### src/common/cpu_pkg.sv
`default_nettype none

package cpu_pkg;

  typedef logic [15:0] word_t;
  typedef logic [3:0]  reg_idx_t;

  typedef enum logic [3:0] {
    OP_ADD = 4'h0,
    OP_SUB = 4'h1,
    OP_XOR = 4'h2,
    OP_SLL = 4'h4,
    OP_SRA = 4'h5,
    OP_LW  = 4'h8,
    OP_SW  = 4'h9,
    OP_LLB = 4'hA,
    OP_LHB = 4'hB,
    OP_B   = 4'hC,
    OP_HLT = 4'hF
  } opcode_e;

  // Operand source for the execute and store muxes
  typedef enum logic [1:0] {
    FWD_NONE   = 2'd0,
    FWD_EX_MEM = 2'd1,
    FWD_MEM_WB = 2'd2
  } fwd_e;

  typedef struct packed {
    logic z;
    logic v;
    logic n;
  } flags_t;

  typedef struct packed {
    word_t instr;
    word_t pc_plus_2;
  } if_id_t;

  typedef struct packed {
    opcode_e  op;
    word_t    rd1;
    word_t    rd2;
    word_t    imm;         // Already shaped for the ALU
    reg_idx_t dst;
    reg_idx_t src1;
    reg_idx_t src2;
    logic     alu_src;     // Operand 2 from imm
    logic     mem_read;
    logic     mem_write;
    logic     reg_write;
    logic     sets_flags;
  } id_ex_t;

  typedef struct packed {
    word_t    alu_result;
    word_t    store_data;
    reg_idx_t dst;
    reg_idx_t src2;
    logic     mem_read;
    logic     mem_write;
    logic     reg_write;
  } ex_mem_t;

  typedef struct packed {
    word_t    result;
    reg_idx_t dst;
    logic     reg_write;
  } mem_wb_t;

endpackage

`default_nettype wire
### src/common/rf_if.sv
`timescale 1ns/1ps
`default_nettype none

interface rf_if;

  cpu_pkg::reg_idx_t src1;
  cpu_pkg::reg_idx_t src2;
  cpu_pkg::word_t    rd1;
  cpu_pkg::word_t    rd2;
  logic              we;
  cpu_pkg::reg_idx_t dst;
  cpu_pkg::word_t    wdata;

  modport reader (output src1, output src2, input rd1, input rd2);
  modport writer (output we, output dst, output wdata);
  modport regs (
    input  src1, input src2, input we, input dst, input wdata,
    output rd1, output rd2
  );

endinterface

`default_nettype wire

### src/cpu/decode_stage.sv
`timescale 1ns/1ps
`default_nettype none

module decode_stage (
  input  cpu_pkg::if_id_t  if_id,
  input  cpu_pkg::flags_t  flags,
  rf_if.reader             rf,
  output cpu_pkg::id_ex_t  id_ex,
  output logic             take_branch,
  output cpu_pkg::word_t   branch_target,
  output logic             hlt
);

  cpu_pkg::opcode_e  op;
  cpu_pkg::reg_idx_t dst;
  logic              is_arith;
  logic              is_shift;
  logic              is_byte;
  logic              cond_met;

  assign op       = cpu_pkg::opcode_e'(if_id.instr[15:12]);
  assign dst      = if_id.instr[11:8];
  assign is_arith = (op == cpu_pkg::OP_ADD) || (op == cpu_pkg::OP_SUB) || (op == cpu_pkg::OP_XOR);
  assign is_shift = (op == cpu_pkg::OP_SLL) || (op == cpu_pkg::OP_SRA);
  assign is_byte  = (op == cpu_pkg::OP_LLB) || (op == cpu_pkg::OP_LHB);

  assign rf.src1 = is_byte ? dst : if_id.instr[7:4];                  // LLB/LHB modify rd
  assign rf.src2 = (op == cpu_pkg::OP_SW) ? dst : if_id.instr[3:0];  // Store data reg

  // Condition code vs flags
  always_comb begin
    case (if_id.instr[11:9])
      3'b000:  cond_met = !flags.z;
      3'b001:  cond_met = flags.z;
      3'b010:  cond_met = !flags.z && !flags.n;
      3'b011:  cond_met = flags.n;
      3'b100:  cond_met = flags.z || !flags.n;
      3'b101:  cond_met = flags.z || flags.n;
      3'b110:  cond_met = flags.v;
      default: cond_met = 1'b1;
    endcase
  end

  assign take_branch   = (op == cpu_pkg::OP_B) && cond_met;
  assign branch_target = if_id.pc_plus_2 + {{6{if_id.instr[8]}}, if_id.instr[8:0], 1'b0};
  assign hlt           = (op == cpu_pkg::OP_HLT);

  always_comb begin
    id_ex      = '0;
    id_ex.op   = op;
    id_ex.rd1  = rf.rd1;
    id_ex.rd2  = rf.rd2;
    id_ex.dst  = dst;
    id_ex.src1 = rf.src1;
    id_ex.src2 = rf.src2;
    case (op)
      cpu_pkg::OP_LLB:                id_ex.imm = {8'h00, if_id.instr[7:0]};
      cpu_pkg::OP_LHB:                id_ex.imm = {if_id.instr[7:0], 8'h00};
      cpu_pkg::OP_SLL, cpu_pkg::OP_SRA: id_ex.imm = {12'h000, if_id.instr[3:0]};
      default:                        id_ex.imm = {{11{if_id.instr[3]}}, if_id.instr[3:0], 1'b0};
    endcase
    id_ex.alu_src   = is_shift || is_byte || op == cpu_pkg::OP_LW || op == cpu_pkg::OP_SW;
    id_ex.mem_read  = (op == cpu_pkg::OP_LW);
    id_ex.mem_write = (op == cpu_pkg::OP_SW);
    id_ex.reg_write = (is_arith || is_shift || is_byte || op == cpu_pkg::OP_LW) && dst != '0;
    // An all-zero word is a flushed slot and must not touch the flags
    id_ex.sets_flags = is_arith && (if_id.instr != '0);
  end

endmodule

`default_nettype wire

### src/flat_wrapper.sv
// flat-port wrapper written by rule: the top's interface ports become plain ports
module decode_stage_flat 
  (if_id, flags, id_ex, take_branch, branch_target, hlt, rf_src1, rf_src2, rf_rd1, rf_rd2);
  rf_if rf_i ();
  input  cpu_pkg::if_id_t if_id;
  input  cpu_pkg::flags_t flags;
  output cpu_pkg::id_ex_t id_ex;
  output logic take_branch;
  output cpu_pkg::word_t branch_target;
  output logic hlt;
  output wire logic [$bits(rf_i.src1)-1:0] rf_src1;
  output wire logic [$bits(rf_i.src2)-1:0] rf_src2;
  input wire logic [$bits(rf_i.rd1)-1:0] rf_rd1;
  input wire logic [$bits(rf_i.rd2)-1:0] rf_rd2;
  assign rf_src1 = rf_i.src1;
  assign rf_src2 = rf_i.src2;
  assign rf_i.rd1 = rf_rd1;
  assign rf_i.rd2 = rf_rd2;
  decode_stage u_core (.if_id(if_id), .flags(flags), .rf(rf_i), .id_ex(id_ex), .take_branch(take_branch), .branch_target(branch_target), .hlt(hlt));
endmodule
### config.mk
export PLATFORM = sky130hd
export DESIGN_NAME = decode_stage_flat
export DESIGN_NICKNAME = d
export VERILOG_FILES = /design/src/common/cpu_pkg.sv /design/src/common/rf_if.sv /design/src/cpu/decode_stage.sv /design/src/flat_wrapper.sv
export SDC_FILE = /design/constraint.sdc
export NUM_CORES = 1
export LEC_CHECK = 0
export ABC_AREA = 1
export BUFFER_PORTS_ARGS = -buffer_cell sky130_fd_sc_hd__buf_2
export CAP_MARGIN = 20
export CORE_ASPECT_RATIO = 1.25
export CORE_UTILIZATION = 35
export DETAILED_ROUTE_END_ITERATION = 7
export PLACE_DENSITY = 0.9
export SETUP_SLACK_MARGIN = 0.3
export SLEW_MARGIN = 25
export SYNTH_ARGS = -nofsm -noshare
export SYNTH_HDL_FRONTEND = slang
export SYNTH_SLANG_ARGS = --single-unit
export TNS_END_PERCENT = 1
### constraint.sdc
create_clock -name vclk -period 3.75
set_clock_uncertainty 0.15 [all_clocks]
set_input_delay 0.5625 -clock vclk [all_inputs]
set_output_delay 0.5625 -clock vclk [all_outputs]
set_load 0.005 [all_outputs]
**Yosys cells after proc, flatten, opt, wreduce, memory -nomap -nowiden**

Cells that the tools add are included.

- Flip-flop bits (word level): 0
- Input port bits: 67

- $add $sub $neg: 1
- Eq/ne operators: 16
- Muxes and demuxes: 4
- Reductions and logical operators: 23

Operator list:

| cell | number |
|---|---|
| case mux 16 bit (3 select lines) | 1 |
| equality test 4 bit (second input constant) | 6 |
| adder 16 bit | 1 |
| nonzero test 16 bit | 1 |
| logical OR 1 bit | 12 |
| equality test 3 bit (second input constant) | 3 |
| equality test 4 x 3 -> 1 bit (second input constant) | 2 |
| two-way mux 4 bit | 2 |
| case mux 1 bit (7 select lines) | 1 |
| equality test 3 x 2 -> 1 bit (second input constant) | 2 |
| equality test 4 x 1 -> 1 bit (second input constant) | 1 |
| equality test 4 x 2 -> 1 bit (second input constant) | 1 |
| logical AND 1 bit | 4 |
| logical NOT 4 bit | 1 |
| nonzero test 4 bit | 1 |
| equality test 3 x 1 -> 1 bit (second input constant) | 1 |
| logical NOT 3 bit | 1 |
| logical NOT 1 bit | 2 |
| OR reduction 2 bit | 1 |

**Depth between registers and ports, before layout**

Gate-level depths: netlist of run 1.

- Word-level depth: 7
- Depth in mapped cells: 9

**Worst setup path before layout of run 1**

OpenSTA, ideal clock, no wires.

- Kind: input port to output port
- From: in if_id[1] (netlist bit)
- To: out branch_target[9]
- Arrival: 1698 ps
- Data required time: 3037 ps
- Path slack: 1339 ps
- Stages: 6
- Path through: ha_1 > fa_1 > nand3_1 > nand3_1 > a21oi_1 > xnor2_1

- Word-level cells in the longest chain between the ends: 1

Ends and longest elaborated chain:

| what | RTL line | source |
|---|---|---|
| start: declaration | flat_wrapper.sv:5 | `input cpu_pkg::if_id_t if_id;` |
| adder 16 bit | decode_stage.sv:45 | `assign branch_target = if_id.pc_plus_2 + {{6{if_id.instr[8]}}, if_id.instr[8:0], 1'b0};` |
| end: declaration | flat_wrapper.sv:9 | `output cpu_pkg::word_t branch_target;` |

Every way passes these cells.

**Final worst setup path of run 1**

- From: in if_id[16] (netlist bit)
- To: out branch_target[9]

Same word-level chain as after synthesis.

==> results of run 1 <==
-- routing by layer --
metal  global-route usage, %  wire [µm]  part of all wire, %
met3                    3.74        498                   10
met1                    20.7       1890                   39
met5                       0         13                 0.27
met4                    3.41         59                  1.2
met2                    35.2       2390                   49
-- kinds of logic (layout without fill, tap and decap cells) --
family | count (synthesis) | in the layout
buf+inv | 99 | 144
xor+xnor | 8 | 8
compound gates | 37 | 37
fa+ha+maj | 15 | 15
simple gates | 144 | 144
-- worst max-delay path by stage --
| stage | start | endpoint | slack [ns] | cells after the start |
|---|---|---|---|---|
| 2_1_floorplan | if_id[1] | branch_target[9] | 1.34 | 6 |
| 3_3_place_gp | if_id[16] | branch_target[9] | 1.00 | 8 |
| 3_5_place_dp | if_id[16] | branch_target[9] | 0.98 | 8 |
| 4_1_cts | if_id[16] | branch_target[9] | 0.97 | 8 |
| 5_1_grt | if_id[16] | branch_target[9] | 0.87 | 8 |
| 6_report | if_id[16] | branch_target[9] | 0.96 | 8 |
-- cells in the mapped netlist --
master	instances	share of area [%]
nor3_1	3	0.90
a21oi_1	9	2.7
a21boi_1	1	0.45
nor2_4	1	0.68
nor2_1	21	4.7
xor2_1	5	2.6
and2_1	1	0.38
nand2_1	88	20
buf_6	2	1.4
ha_1	14	11
o21ai_2	4	2.1
inv_2	2	0.45
xnor2_1	3	1.6
nand4_1	2	0.75
fa_1	1	1.2
buf_4	49	22
nor2_8	1	1.2
nand3_2	1	0.60
nand2_4	1	0.68
o21ai_0	19	5.7
inv_1	46	10
nand2_2	1	0.38
o22ai_1	3	1.1
nand3_1	22	6.6
nor2_2	2	0.75
a31oi_1	1	0.38
-- power groups by stage --
stage | combinational (W) | sequential (W) | clock, W
4_1_cts | 0.000276 | 0 | 0
6_report | 0.000275 | 0 | 0
3_3_place_gp | 0.000271 | 0 | 0
2_1_floorplan | 0.000199 | 0 | 0
5_1_grt | 0.000311 | 0 | 0
3_5_place_dp | 0.000275 | 0 | 0
-- area by class of cell --
| cell class | instances | area share [%] |
|---|---|---|
| well taps | 58 | 3.96 |
| inverters | 48 | 9.84 |
| repair buffers | 96 | 26.2 |
| multi-input cells | 204 | 59.9 |
-- per-stage QoR --
step / hold slack (ns) / setup WS, ns
after floorplan: 1.05 / 1.34
after global placement: 0.975 / 1.00
after detailed placement: 0.975 / 0.975
after CTS: 0.975 / 0.972
after global routing: 0.975 / 0.875
final: 0.975 / 0.962
==> results_dict.tcl, run 1 <==
set metrics [dict create \
    crit_fanout 3 \
    switching_share_pct 57.8 \
    cp.arrival_ns 2.08 \
    clock_buffer_count 0 \
    cp-end-kind "output port" \
    synth_xor_area_share_pct 4.20 \
    holdBufCountCts 0 \
    ys_warn_count 0 \
    core_mm2 0.00449 \
    yosysUniqueCellTypes 26 \
    mostFrequentLayoutCell "buf_2" \
    antenna_found_initial 2 \
    critPathKind "in -> out" \
    internal_power_w 0.000116 \
    critical_path_required_ns 3.04 \
    first_iter_violations 90 \
    post-route-period-util_pct 74.3 \
    fin_util_pct 40.7 \
    place_hpwl_mm 4.23 \
    worst_pin_slew_ns 0.423 \
    initial_core_util_pct 37.1 \
    die_h_um 79.2 \
    ir_drop_mv 0.0655 \
    grt_overflow 0 \
    synth_compound_area_share_pct 12.5 \
    final_cell_mix "96 x buf_2, 88 x nand2_1, 46 x inv_1" \
    postSynthCellCount 303 \
    max_freq_ghz 0.359 \
    grt_pass1_wl_mm 7.60 \
    drt_pass1_iterations 6 \
    post_cts_resized 0 \
    path_buf_inv 2 \
    nets 432 \
    final_layout_size_suffix_gt1_share_pct 31.3 \
    power_density_mw_per_mm2 150 \
    vias_per_cell 4.82 \
    pwr-share-clk_pct 0 \
    grt_max_degree 13 \
    ant_nets 0 \
    die_w_um 63.7 \
    setup_viol 0 \
    drv_cap 0 \
    p_leak_nw 1.21 \
    area_growth_pct 9.75 \
    timing.critical_path.slowest_stage_cell "fa_1" \
    remaining_drc_errors 0 \
    synth_mux_area_share_pct 0 \
    vias 1955 \
    grt_pass1_vias 1665 \
    synth_area_mm2 0.00167 \
    io_pins 162 \
    hold_path_class "in -> out" \
    p_switching_w 0.000159 \
    hold_violations 0 \
    fin_total_pwr_w 0.000275 \
    multiInputGateArea_mm2 0.00110 \
    wl_per_cell_um 12.0 \
    wl_mm 4.86 \
    rows 27 \
    cp_slowest_stage_delay_ns 0.44 \
    fin_area_mm2 0.00183 \
    finalMaxSlewViolations 0 \
    sequentialPowerShare_pct 0 \
    placedCellCount 406 \
    cp_top_family "adder cells" \
    min_to "id_ex[37]" \
    synth-adder-area-share_pct 11.7 \
    dpl_cell_area_mm2 0.00183 \
    path_cells "buf_2, ha_1, fa_1, nand3_1, nand3_1, a21oi_1, xnor2_1, buf_2" \
    pwr-share-comb_pct 100.0 \
    num_antenna_cells 0 \
    slew_headroom_pct 71.7 \
    status "completed" \
    seq_cell_count 0 \
    seqCellArea_um2 0 \
    fin_setup_tns_ns 0 \
    place.gp.congestion 0.947 \
    final.min_clock_period_ns 2.79 \
    min_from "rf_rd2[4]" \
    min_path_cells 0 \
    syn_nets 385 \
    start_kind "input port" \
    fill_cells 499 \
    synth-simple-area-share_pct 37.4 \
    grt_usage_pct 18.4 \
    port_buffers 96 \
    post-cts-setup-buffer-count 0 \
    stdcell_count 406 \
    postSynthAreaPerCell_um2 5.50 \
    synth_top_family_by_area "simple AND/OR/NAND/NOR gates" \
    rsz0062_at_grt "no" \
    dieArea_mm2 0.00505 \
    ys_seq_area_share_pct 0 \
]
Note: power is estimated with default switching activity, not from simulation.
==> inputs of run 2 (changes only) <==
--- a/config.mk
+++ b/config.mk
@@ -11,7 +11,7 @@
 export CORE_ASPECT_RATIO = 1.25
 export CORE_UTILIZATION = 35
 export DETAILED_ROUTE_END_ITERATION = 7
-export PLACE_DENSITY = 0.9
+export PLACE_DENSITY = 0.93
 export SETUP_SLACK_MARGIN = 0.3
 export SLEW_MARGIN = 25
 export SYNTH_ARGS = -nofsm -noshare
==> constraint.sdc (replaced) <==
create_clock -name vclk -period 2.34
set_clock_uncertainty 0.15 [all_clocks]
set_input_delay 0.351 -clock vclk [all_inputs]
set_output_delay 0.351 -clock vclk [all_outputs]
set_load 0.005 [all_outputs]
==> run 2 against run 1 <==
Net effect: critical path depth down 1; flip-flop and latch count unchanged; worst setup slack worse by 0.70 ns; combinational power up 90%; first-iteration DRC count up 87%; cell count up 1.7%; clock-buffer cell count unchanged; worst hold slack worse by 0.42 ns; non-clock buffer count up 6; utilization up 6.5 points; die area unchanged; sequential share of layout area unchanged.
==> results_dict.tcl, run 2 (synthesis gave the netlist of run 1 again) <==
set metrics [dict create \
    status "completed" \
    max_freq_ghz 0.481 \
    fin_setup_tns_ns 0 \
    grt_pass1_vias 1780 \
    mostFrequentLayoutCell "buf_2" \
    post-route-period-util_pct 88.8 \
    setup_viol 0 \
    cp.arrival_ns 1.58 \
    min_to "id_ex[37]" \
    grt_overflow 0 \
    p_leak_nw 1.27 \
    place_hpwl_mm 4.52 \
    grt_pass1_wl_mm 8.17 \
    grt_max_degree 13 \
    drv_cap 0 \
    port_buffers 96 \
    dieArea_mm2 0.00505 \
    clock_buffer_count 0 \
    hold_path_class "in -> out" \
    vias_per_cell 4.95 \
    fin_util_pct 47.2 \
    critPathKind "in -> out" \
    first_iter_violations 168 \
    seqCellArea_um2 0 \
    cp-end-kind "output port" \
    nets 438 \
    ant_nets 0 \
    seq_cell_count 0 \
    hold_violations 0 \
    final_cell_mix "93 x buf_2, 84 x nand2_1, 46 x inv_1" \
    cp-startpoint "if_id[16]" \
    final_layout_size_suffix_gt1_share_pct 41.0 \
    slew_headroom_pct 76.7 \
    remaining_drc_errors 0 \
    start_kind "input port" \
    core_mm2 0.00449 \
    finalMaxSlewViolations 0 \
    io_pins 162 \
    power_density_mw_per_mm2 246 \
    wl_mm 5.66 \
    vias 2044 \
    rows 27 \
    final.min_clock_period_ns 2.08 \
    crit_fanout 3 \
    min_from "rf_rd2[4]" \
    wl_per_cell_um 13.7 \
    drt_pass1_iterations 5 \
    critical_path_required_ns 1.84 \
    area_growth_pct 27.2 \
    worst_pin_slew_ns 0.347 \
    rsz0062_at_grt "yes" \
    holdBufCountCts 0 \
    die_h_um 79.2 \
    ir_drop_mv 0.107 \
    die_w_um 63.7 \
    grt_usage_pct 20.2 \
    initial_core_util_pct 37.1 \
    min_path_cells 0 \
    antenna_found_initial 2 \
    place.gp.congestion 0.896 \
]
run 2: area by class of cell:
| class | count | area [µm²] |
|---|---|---|
| Antenna cell | 1 | 2.50 |
| Multi-Input combinational cell | 204 | 1310 |
| Timing Repair Buffer | 102 | 552 |
| Inverter | 48 | 180 |
| Fill cell | 449 | 2370 |
| Tap cell | 58 | 72.6 |
run 2: through the flow:
stage	instances	cell area, µm²	total power (W)	hold slack [ns]	setup slack, ns
floorplan	303	1670	0.000320	0.626	0.352
global route	412	2120	0.000575	0.552	0.217
finish	413	2120	0.000522	0.552	0.262
global placement	409	1850	0.000440	0.552	0.0394
detailed placement	409	1850	0.000448	0.552	0.00925
CTS	411	1970	0.000477	0.552	0.186
run 2: how the worst max path moves through the flow:
stage | end | slack [ns] | cells after the start
2_1_floorplan | branch_target[9] | 0.35 | 6
3_3_place_gp | branch_target[9] | 0.04 | 8
3_5_place_dp | branch_target[9] | 0.009 | 8
4_1_cts | branch_target[9] | 0.19 | 8
5_1_grt | branch_target[9] | 0.22 | 8
6_report | branch_target[7] | 0.26 | 7
run 2: worst max-delay path, cell delays in order:
cell and delay [ns]:
buf_8 0.10, ha_4 0.16, fa_2 0.37, nand2_1 0.11, nand3_2 0.12, xor2_1 0.21, buf_2 0.15
run 2: metal layers:
metal | GRT usage, % | wire [µm] | up-vias
li1 | - | - | 1002
met1 | 20.2 | 2070 | 903
met2 | 41.3 | 2960 | 119
met3 | 3.30 | 505 | 18
met4 | 6.14 | 116 | 2
met5 | 0 | 13 | -
run 2: power breakdown:
| part | internal, W | switching (W) |
|---|---|---|
| Combinational | 0.000233 | 0.000289 |
| Sequential | 0 | 0 |
| Clock | 0.0000000000571 | 0 |
| Total | 0.000233 | 0.000289 |
run 2: timing repair:
| item | 4_1_cts | 5_1_grt |
|---|---|---|
| gates resized for setup | 19 | 24 |
| pin swaps | 4 | 6 |
| buffers inserted | 2 | 1 |
| cloned | 0 | 0 |
| setup endpoints to repair | 11 | 13 |
==> inputs of run 3 (changes only) <==
--- a/config.mk
+++ b/config.mk
@@ -8,11 +8,9 @@
 export ABC_AREA = 1
 export BUFFER_PORTS_ARGS = -buffer_cell sky130_fd_sc_hd__buf_2
 export CAP_MARGIN = 20
-export CORE_ASPECT_RATIO = 1.25
 export CORE_UTILIZATION = 35
 export DETAILED_ROUTE_END_ITERATION = 7
 export PLACE_DENSITY = 0.93
-export SETUP_SLACK_MARGIN = 0.3
 export SLEW_MARGIN = 25
 export SYNTH_ARGS = -nofsm -noshare
 export SYNTH_HDL_FRONTEND = slang
==> run 3 against run 2 <==
Net effect: the flow now finishes with violations (DRC); critical path depth grew 3; worst hold slack is essentially flat; via count shrank 5.3%; wire length shrank 17%; cell count shrank 2.7%; combinational power shrank 15%; first-iteration DRC count shrank 36%; design area shrank 13%; fmax shrank 7.1%; utilization shrank 6.0 points; global-route usage shrank 2.8 points; critical path type unchanged; highest routed layer is now met4.
==> results_dict.tcl, run 3 (synthesis gave the netlist of run 1 again) <==
set metrics [dict create \
    area_growth_pct 10.6 \
    drt_pass1_iterations 6 \
    p_switching_w 0.000254 \
    die_h_um 71.0 \
    status "complete, but fails checks" \
    dieArea_mm2 0.00505 \
    holdBufCountCts 0 \
    grt_max_degree 13 \
    finalMaxSlewViolations 0 \
    core_mm2 0.00447 \
    final_layout_size_suffix_gt1_share_pct 32.3 \
    min_to "id_ex[33]" \
    wl_per_cell_um 11.7 \
    hold_path_class "in -> out" \
    min_from "rf_rd2[0]" \
    num_antenna_cells 0 \
    grt_pass1_vias 1617 \
    switching_share_pct 57.5 \
    min_path_cells 0 \
    fin_setup_tns_ns 0 \
    rows 24 \
    rsz0062_at_grt "no" \
    internal_power_w 0.000188 \
    pwr-share-comb_pct 100.0 \
    ir_drop_mv 0.110 \
    p_leak_nw 1.22 \
    ant_nets 0 \
    place_hpwl_mm 4.11 \
    worst_pin_slew_ns 0.435 \
    io_pins 162 \
    setup_viol 0 \
    met3WireLength_um 322 \
    die_w_um 71.0 \
    critPathKind "in -> out" \
    first_iter_violations 107 \
    vias 1935 \
    whs_ns 0.552 \
    start_kind "input port" \
    crit_fanout 3 \
    post-route-period-util_pct 95.6 \
    port_buffers 96 \
    cp-end-kind "output port" \
    clock_buffer_count 0 \
    max_freq_ghz 0.447 \
    top_layer "met4" \
    place.gp.congestion 0.839 \
    wl_mm 4.71 \
    violations "DRC" \
    sequentialPowerShare_pct 0 \
    mostFrequentLayoutCell "buf_2" \
    seqCellArea_um2 0 \
    grt_pass1_wl_mm 7.40 \
    cp.arrival_ns 1.74 \
    pwr-share-clk_pct 0 \
    multiInputGateArea_mm2 0.00110 \
    slew_headroom_pct 70.9 \
    drv_cap 0 \
    grt_usage_pct 17.4 \
    final_cell_mix "96 x buf_2, 88 x nand2_1, 46 x inv_1" \
    power_density_mw_per_mm2 240 \
    critical_path_required_ns 1.84 \
    wl_met1_mm 2.10 \
    antenna_found_initial 0 \
    wl_met2_mm 2.24 \
    final.min_clock_period_ns 2.24 \
    nets 434 \
    initial_core_util_pct 37.3 \
    hold_violations 0 \
    grt_overflow 0 \
    seq_cell_count 0 \
    remaining_drc_errors 13 \
    fill_cells 492 \
    vias_per_cell 4.81 \
]
## run 3: changes by cell type in the layout (fill, tap and decap cells not counted), moves of 3 or more
cell     change
nand3_2      -5
ha_1        +12
nand2_2      -4
nand2_1      +4
buf_4        -3
buf_6        -3
ha_4        -11
nand3_1      +6
buf_2        +3
## run 3: what timing repair did
action / CTS / global route
setup buffers: 0 / 0
setup endpoints to repair: 0 / 4
resized for setup: 0 / 2
## run 3: worst max-delay path by stage
stage | startpoint | endpoint | slack [ns] | cells past startpoint
floorplan | if_id[1] | branch_target[9] | 0.35 | 6
global placement | if_id[16] | branch_target[9] | 0.04 | 8
detailed placement | if_id[16] | branch_target[9] | 0.04 | 8
CTS | if_id[16] | branch_target[9] | 0.03 | 8
global route | if_id[24] | branch_target[15] | 0.01 | 9
finish | if_id[16] | branch_target[13] | 0.10 | 10
## run 3: metal layers
layer,vias up,global-route usage (%)
met2,85,29.7
met5,-,0
met3,6,1.99
met4,0,2.00
met1,843,24.2
li1,1001,-
## run 3: through the flow
stage	power, W	setup WS (ns)	instance area, µm²	std cells	util, %
6_report	0.000442	0.103	1840	402	41.2
5_1_grt	0.000501	0.0128	1840	402	41.2
4_1_cts	0.000442	0.0291	1840	402	41.1
3_5_place_dp	0.000440	0.0350	1840	402	41.1
3_3_place_gp	0.000430	0.0427	1840	402	41.1
2_1_floorplan	0.000320	0.352	1670	303	-
## run 3: layout make-up
| class | count | area share [%] |
|---|---|---|
| timing repair buffer | 98 | 26.9 |
| multi-input combinational | 204 | 59.8 |
| inverter | 48 | 9.77 |
| tap | 52 | 3.53 |
## run 3: critical path, cell delays in order
cell	delay, ns
buf_2	0.12
ha_1	0.22
fa_2	0.38
nand3_1	0.09
nand3_1	0.13
nand3_1	0.13
nand3_1	0.07
nand2_1	0.06
nand2_1	0.06
buf_2	0.12
## run 3: power by group through the flow
stage / Clock, W / Sequential [W] / Combinational [W]
6_report: 0 / 0 / 0.000442
5_1_grt: 0 / 0 / 0.000501
4_1_cts: 0 / 0 / 0.000442
3_5_place_dp: 0 / 0 / 0.000440
3_3_place_gp: 0 / 0 / 0.000430
2_1_floorplan: 0 / 0 / 0.000320
